`src/logic/cfo_pkg.sv`:
```
`default_nettype none

package cfo_pkg;

    // correlation word holds imaginary in the upper half and real in the lower half
    localparam int CORR_W = 32;
    localparam int PART_W = CORR_W / 2;

    // width of each scaled product part fed to the angle engine
    localparam int PROD_W = 16;

    // normalized angle, full scale is +-pi
    localparam int CFO_W = 20;

    // quotient bits and table depth, kept small for simulation
    localparam int LUT_ADDR_W = 12;
    // table covers 0..pi/4 only, so three bits fewer than the angle
    localparam int LUT_OUT_W = CFO_W - 3;

    localparam int NUM_PATHS = 2;
    localparam int PATH_W = (NUM_PATHS > 1) ? $clog2(NUM_PATHS) : 1;

    localparam logic signed [CFO_W-1:0] PI_HALF = CFO_W'(2 ** (CFO_W - 2) - 1);
    localparam logic signed [CFO_W-1:0] PI_QUARTER = CFO_W'(2 ** (CFO_W - 3) - 1);

    // engine sequencing: one quotient bit per divide step, four rotate stages
    localparam int DIV_STEPS = LUT_ADDR_W + 1;
    localparam int ROT_STAGES = 4;
    localparam int STEP_W = $clog2(DIV_STEPS);
    localparam logic [STEP_W-1:0] DIV_LAST = STEP_W'(DIV_STEPS - 1);
    localparam logic [STEP_W-1:0] ROT_LAST = STEP_W'(ROT_STAGES - 1);

    // start to done: IDLE, LOAD, DIVIDE, ROTATE, EMIT, registered done
    localparam int ENGINE_LAT = DIV_STEPS + ROT_STAGES + 3;

    typedef logic [PATH_W-1:0] path_t;
    typedef logic signed [CFO_W-1:0] angle_t;

    typedef struct packed {
        logic [CORR_W-1:0] c0;
        logic [CORR_W-1:0] c1;
    } corr_pair_t;

    typedef struct packed {
        logic signed [PROD_W-1:0] re;
        logic signed [PROD_W-1:0] im;
    } cplx_prod_t;

    typedef struct packed {
        path_t      path;
        cplx_prod_t prod;
    } angle_req_t;

    typedef struct packed {
        path_t  path;
        angle_t angle;
    } cfo_result_t;

    typedef enum logic [2:0] {
        IDLE,
        LOAD,
        DIVIDE,
        ROTATE,
        EMIT
    } engine_state_e;

endpackage

`default_nettype wire

```
`src/logic/cplx_conj_mult.sv`:
```
`timescale 1ns/1ps
`default_nettype none

module cplx_conj_mult (
    input  wire                        clk_i,
    input  wire                        reset_ni,
    input  wire cfo_pkg::corr_pair_t   corr_i,
    input  wire                        valid_i,
    output cfo_pkg::cplx_prod_t        prod_o,
    output logic                       valid_o
);

    // stage 1 operand registers
    logic signed [cfo_pkg::PART_W-1:0] a_re_q;
    logic signed [cfo_pkg::PART_W-1:0] a_im_q;
    logic signed [cfo_pkg::PART_W-1:0] b_re_q;
    logic signed [cfo_pkg::PART_W-1:0] b_im_q;
    logic                              vld_q;

    // partial products
    logic signed [cfo_pkg::CORR_W-1:0] p_rr;
    logic signed [cfo_pkg::CORR_W-1:0] p_ii;
    logic signed [cfo_pkg::CORR_W-1:0] p_ir;
    logic signed [cfo_pkg::CORR_W-1:0] p_ri;

    // one guard bit so the sums never wrap
    logic signed [cfo_pkg::CORR_W:0] re_sum;
    logic signed [cfo_pkg::CORR_W:0] im_sum;

    always_ff @(posedge clk_i) begin
        a_re_q <= corr_i.c0[cfo_pkg::PART_W-1:0];
        a_im_q <= corr_i.c0[cfo_pkg::CORR_W-1:cfo_pkg::PART_W];
        b_re_q <= corr_i.c1[cfo_pkg::PART_W-1:0];
        b_im_q <= corr_i.c1[cfo_pkg::CORR_W-1:cfo_pkg::PART_W];
    end

    assign p_rr = a_re_q * b_re_q;
    assign p_ii = a_im_q * b_im_q;
    assign p_ir = a_im_q * b_re_q;
    assign p_ri = a_re_q * b_im_q;

    // c0 * conj(c1): re = ar*br + ai*bi, im = ai*br - ar*bi
    assign re_sum = {p_rr[cfo_pkg::CORR_W-1], p_rr} + {p_ii[cfo_pkg::CORR_W-1], p_ii};
    assign im_sum = {p_ir[cfo_pkg::CORR_W-1], p_ir} - {p_ri[cfo_pkg::CORR_W-1], p_ri};

    // keep the top bits of each sum, half scale of the full product
    always_ff @(posedge clk_i) begin
        prod_o.re <= re_sum[cfo_pkg::CORR_W -: cfo_pkg::PROD_W];
        prod_o.im <= im_sum[cfo_pkg::CORR_W -: cfo_pkg::PROD_W];
    end

    // strobe follows the data through both stages
    always_ff @(posedge clk_i) begin
        if (!reset_ni) begin
            vld_q   <= 1'b0;
            valid_o <= 1'b0;
        end else begin
            vld_q   <= valid_i;
            valid_o <= vld_q;
        end
    end

endmodule

`default_nettype wire

```
`config.mk`:
```
export PLATFORM = sky130hd
export DESIGN_NAME = cplx_conj_mult
export DESIGN_NICKNAME = d
export VERILOG_FILES = /design/src/logic/cfo_pkg.sv /design/src/logic/cplx_conj_mult.sv
export SDC_FILE = /design/constraint.sdc
export NUM_CORES = 2
export LEC_CHECK = 0
export BUFFER_PORTS_ARGS = -buffer_cell sky130_fd_sc_hd__buf_2
export CORE_MARGIN = 2
export CORE_UTILIZATION = 50
export DETAILED_ROUTE_END_ITERATION = 10
export PLACE_DENSITY = 0.65
export SYNTH_ARGS = -nofsm -noshare
export SYNTH_HDL_FRONTEND = slang
export SYNTH_SLANG_ARGS = --single-unit
```
`constraint.sdc`:
```
create_clock -name clk_i -period 18.48 [get_ports clk_i]
set_clock_uncertainty 0.05 [all_clocks]
set_input_delay 1.848 -clock clk_i [delete_from_list [all_inputs] [get_ports clk_i]]
set_output_delay 1.848 -clock clk_i [all_outputs]
set_load 0.02 [all_outputs]
```
== Yosys cells after proc, flatten, opt, wreduce, memory -nomap -nowiden ==
Cells that the tools add are included.
Widths: inputs -> output; s select.

* Register bits after elaboration: 98
* Input bits: 67
* Output and inout port bits: 33
* Logic and storage cells: 14

* Add/subtract/negate cells: 2
* Multiply operators: 4

{| class="wikitable"
|+ Operators by type and width
! kind !! count
|-
| $mul 16x16->32 || 4
|-
| $add 32x32->33 || 1
|-
| $sub 32x32->33 || 1
|}

== Logic depth before layout (Yosys ltp) ==
* Depth in word-level cells: 2
* Depth in mapped cells: 28
* Depth with buffers taken out: 26

== Worst setup path before layout ==
Ideal clock, no wire load.

* Kind: reg2reg
* From: register a_re_q[15] in the netlist's numbering
* To: register prod_o[31] in the netlist's numbering
* Setup time: 0.121 ns
* Data arrival time: 7.021 ns
* Required time: 18.309 ns
* Slack: 11.289 ns
* Cell stages (with the launch flop): 26
* Path buffers: 2
* Period minus slack after synthesis: 7.191 ns
* Cells stage by stage: dfxtp_1 > clkbuf_1 > clkbuf_1 > nand2_1 > inv_1 > fa_1 > fa_1 > fa_1 > inv_1 > fa_1 > inv_1 > fa_1 > fa_1 > fa_1 > inv_1 > fa_1 > inv_1 > ha_1 > nand2_1 > o21ai_1 > o21ai_0 > a22oi_1 > a21oi_1 > o31ai_1 > a21oi_1 > xnor2_1

* Cells in the longest elaborated chain, start to end: 2

{| class="wikitable"
|+ RTL lines
! item !! line !! RTL
|-
| start: declaration || cplx_conj_mult.sv:14 || <nowiki>logic signed [cfo_pkg::PART_W-1:0] a_re_q;</nowiki>
|-
| start signal: assignment || cplx_conj_mult.sv:31 || <nowiki>a_re_q <= corr_i.c0[cfo_pkg::PART_W-1:0];</nowiki>
|-
| $mul 16x16->32 || cplx_conj_mult.sv:37 || <nowiki>assign p_rr = a_re_q * b_re_q;</nowiki>
|-
| $add 32x32->33 || cplx_conj_mult.sv:43 || <nowiki>assign re_sum = {p_rr[cfo_pkg::CORR_W-1], p_rr} + {p_ii[cfo_pkg::CORR_W-1], p_ii};</nowiki>
|-
| via re_sum, one bit || cplx_conj_mult.sv:27 || <nowiki>logic signed [cfo_pkg::CORR_W:0] re_sum;</nowiki>
|-
| end: declaration || cplx_conj_mult.sv:9 || <nowiki>output cfo_pkg::cplx_prod_t prod_o,</nowiki>
|}

The timed path passes the listed nets, and every way through them passes these cells.
A chain may end at the register's enable or synchronous reset.

== Final worst setup path ==
* From: register b_re_q[3] in the netlist's numbering
* To: register prod_o[31] in the netlist's numbering

* Cells in the longest elaborated chain, start to end: 2

{| class="wikitable"
|+ RTL lines
! item !! line !! RTL
|-
| start: declaration || cplx_conj_mult.sv:16 || <nowiki>logic signed [cfo_pkg::PART_W-1:0] b_re_q;</nowiki>
|-
| start signal: assignment || cplx_conj_mult.sv:33 || <nowiki>b_re_q <= corr_i.c1[cfo_pkg::PART_W-1:0];</nowiki>
|-
| $mul 16x16->32 || cplx_conj_mult.sv:37 ||
|-
| $add 32x32->33 || cplx_conj_mult.sv:43 ||
|-
| via re_sum, one bit || cplx_conj_mult.sv:27 ||
|}

The timed path passes the listed nets, and every way through them passes these cells.

==> results_dict.tcl <==
set metrics [dict create \
    min_path_type "reg -> reg" \
    crit_arrival_ns 8.60 \
    synth.distinct_cells 47 \
    htreeDepth 3 \
    slew_headroom_pct 27.3 \
    wirelength_um 95700 \
    slowest_delay_ns 0.82 \
    hold_viol_final 0 \
    worstPathMaxFanout 17 \
    post-route-period-util_pct 45.0 \
    seqCellArea_um2 1980 \
    numCtsBuffers 9 \
    synthFlopType "dfxtp_1" \
    layout_min_cycle_time_ns 8.32 \
    cts_tree "yes" \
    core.rowCount 105 \
    finalSetupViolations 0 \
    critPathSlowestCell "dfxtp_1" \
    areaGrowthSynthToFinish_pct 4.44 \
    ys_seq_elements 98 \
    syn_inst 4286 \
    ys_top_cells_by_count "inv_1 (1250), fa_1 (1172), nand2_1 (510)" \
    cts.sinks 98 \
    yosys-top-cells-area "fa_1 (57%), inv_1 (11%), ha_1 (9.1%)" \
    drive_gt1_share_pct 4.41 \
    synthMostInstantiatedCell "inv_1" \
    dieWidth_um 292 \
    num_io_pins 100 \
    cts_setup_buffers 0 \
    synth_seq_area_share_pct 4.75 \
    tightest_slew_ns 1.09 \
    drt_iter0_markers 1324 \
    place.gp.congestion 0.861 \
    cap_violations 0 \
    cp.required_ns 18.76 \
    grt_pass1_vias 30500 \
    cp-start-kind "flop" \
    crit_path_cell_trace "buf_4 -> and2_1 -> fa_1 -> fa_1 -> fa_1 -> inv_1 -> fa_1 -> inv_1 -> fa_1 -> fa_1 -> fa_1 -> inv_1 -> fa_1 -> inv_1 -> ha_1 -> nand2_1 -> o21ai_1 -> o21ai_0 -> a22oi_1 -> a21oi_1 -> o31ai_1 -> a21oi_1 -> xnor2_1" \
    avgSynthCellArea_um2 9.64 \
    yosysWarnings 0 \
    critical_path_class "reg -> reg" \
    dieArea_um2 85000 \
    stdcell_count 5334 \
    rsz0062_at_grt "no" \
    cp-end-kind "flop" \
    dp_hpwl_um 74100 \
    async_reset_ff_share_pct 0 \
    ant_nets 0 \
    outcome "completed" \
    grt-ovfl-total 0 \
    antenna_found_initial 3 \
    initial_utilization_pct 50.4 \
    slew_violations 0 \
    synth_nets 5827 \
    portBuffers 99 \
    synth_area_um2 41300 \
    grt_first_pass_wirelength_um 163000 \
    tns_ns 0 \
    fillers 7612 \
    place_inst 5317 \
    cts_resized 0 \
    multi_input_area_um2 33900 \
    coreArea_um2 82000 \
    nNetsFinal 5799 \
    synth_edf_count 0 \
    viasPerCell 5.04 \
    post-route-util_pct 52.7 \
    insertion_delay_ns 0.44 \
    hold_buffers 0 \
    grt_usage_pct 24.9 \
    synth_top_cell_by_area "fa_1" \
    synth_top_area_share_pct 56.8 \
    drt-wirelength-per-cell_um 17.9 \
    vias 26900 \
    clk_pin_slew_ns 0.08 \
    die_y_um 292 \
    max_freq_mhz 120 \
    dr.pass1.iters 5 \
    clk_path_buf_depth 2 \
    root_buffer "clkbuf_16" \
    drcViolationCount 0 \
    grt_max_degree 33 \
    place_ws_ns 10.20 \
    crit_path_frequent_cell "fa_1" \
    worst_slack_ns 10.16 \
]
-- cells by family after synthesis --
group / synth area share, %
buffers and inverters: 13.1
DFF: 4.75
muxes: 0.0757
and+or+nand+nor: 13.2
xor gates and xnor gates: 1.53
AOI/OAI and AO/OA: 1.42
adders and majority gates: 65.9
-- metal layers --
layer	vias to the layer above	wire [µm]	track usage, %
met5	-	18	0
met4	4	3430	8.40
met3	130	4240	2.52
met2	631	49000	43.2
met1	14200	39000	32.7
li1	11900	-	-
-- path summary, 6_finish.rpt --
| check | start | to | slack, ns | cells after the start |
|---|---|---|---|---|
| max | b_re_q[3] | prod_o[31] | 10.16 | 23 |
| min | vld_q | valid_o | 0.40 | 1 |
| max reg2reg | b_re_q[3] | prod_o[31] | 10.16 | 23 |
| min reg2reg | vld_q | valid_o | 0.40 | 1 |
-- stage by stage --
step | hold WS [ns] | instance area, µm²
detailed placement | 0.368 | 42900
global placement | 0.378 | 42900
finish | 0.396 | 43200
floorplan | 0.356 | 41300
CTS | 0.401 | 43200
global route | 0.418 | 43200
-- registers in the layout, indices dropped and copies added (netlist names) --
signal   flops
a_im_q      16
a_re_q      16
b_im_q      16
b_re_q      16
prod_o      32
valid_o      1
vld_q        1
-- critical path, delay by kind of cell (launching register included) --
kind | cells | cell delay [ns]
DFF | 1 | 0.82
adders and majority gates | 9 | 4.58
and+or+nand+nor | 2 | 0.32
AOI/OAI and AO/OA | 6 | 1.50
buffers and inverters | 5 | 0.79
xor gates and xnor gates | 1 | 0.13
-- area by class of cell --
class                   instances  share of cell area, %
inverters                    1252                   10.9
clock buffers                  10                  0.554
repair buffers                154                   2.10
flip-flops and latches         98                   4.58
clock inverters                 6                  0.139
well taps                    1070                   3.10
diodes                          1                0.00580
multi-input cells            2743                   78.6
-- cell usage in the layout (no fill, tap or decap), types with 3 or more instances in the layout --
cell       count
xnor2_1       55
nand2b_1      24
o21ai_1        3
fa_1        1172
o21bai_1       4
a21oi_1       29
a21o_1         9
a31oi_1        4
a211oi_1       3
nand3_1       12
and2_1       481
dfxtp_2       11
dfxtp_1       87
xor2_1        17
nand4_1        5
buf_2         99
nor2_1        61
inv_1       1250
clkbuf_16      9
ha_1         302
buf_4         55
nor3_1         5
o21ai_0       16
nand2_1      510
o21a_1         6
inv_6          3
Power is left out: the tool's default activity adds up to more than one toggle a clock period on the data nets, which glitch-free logic cannot reach.
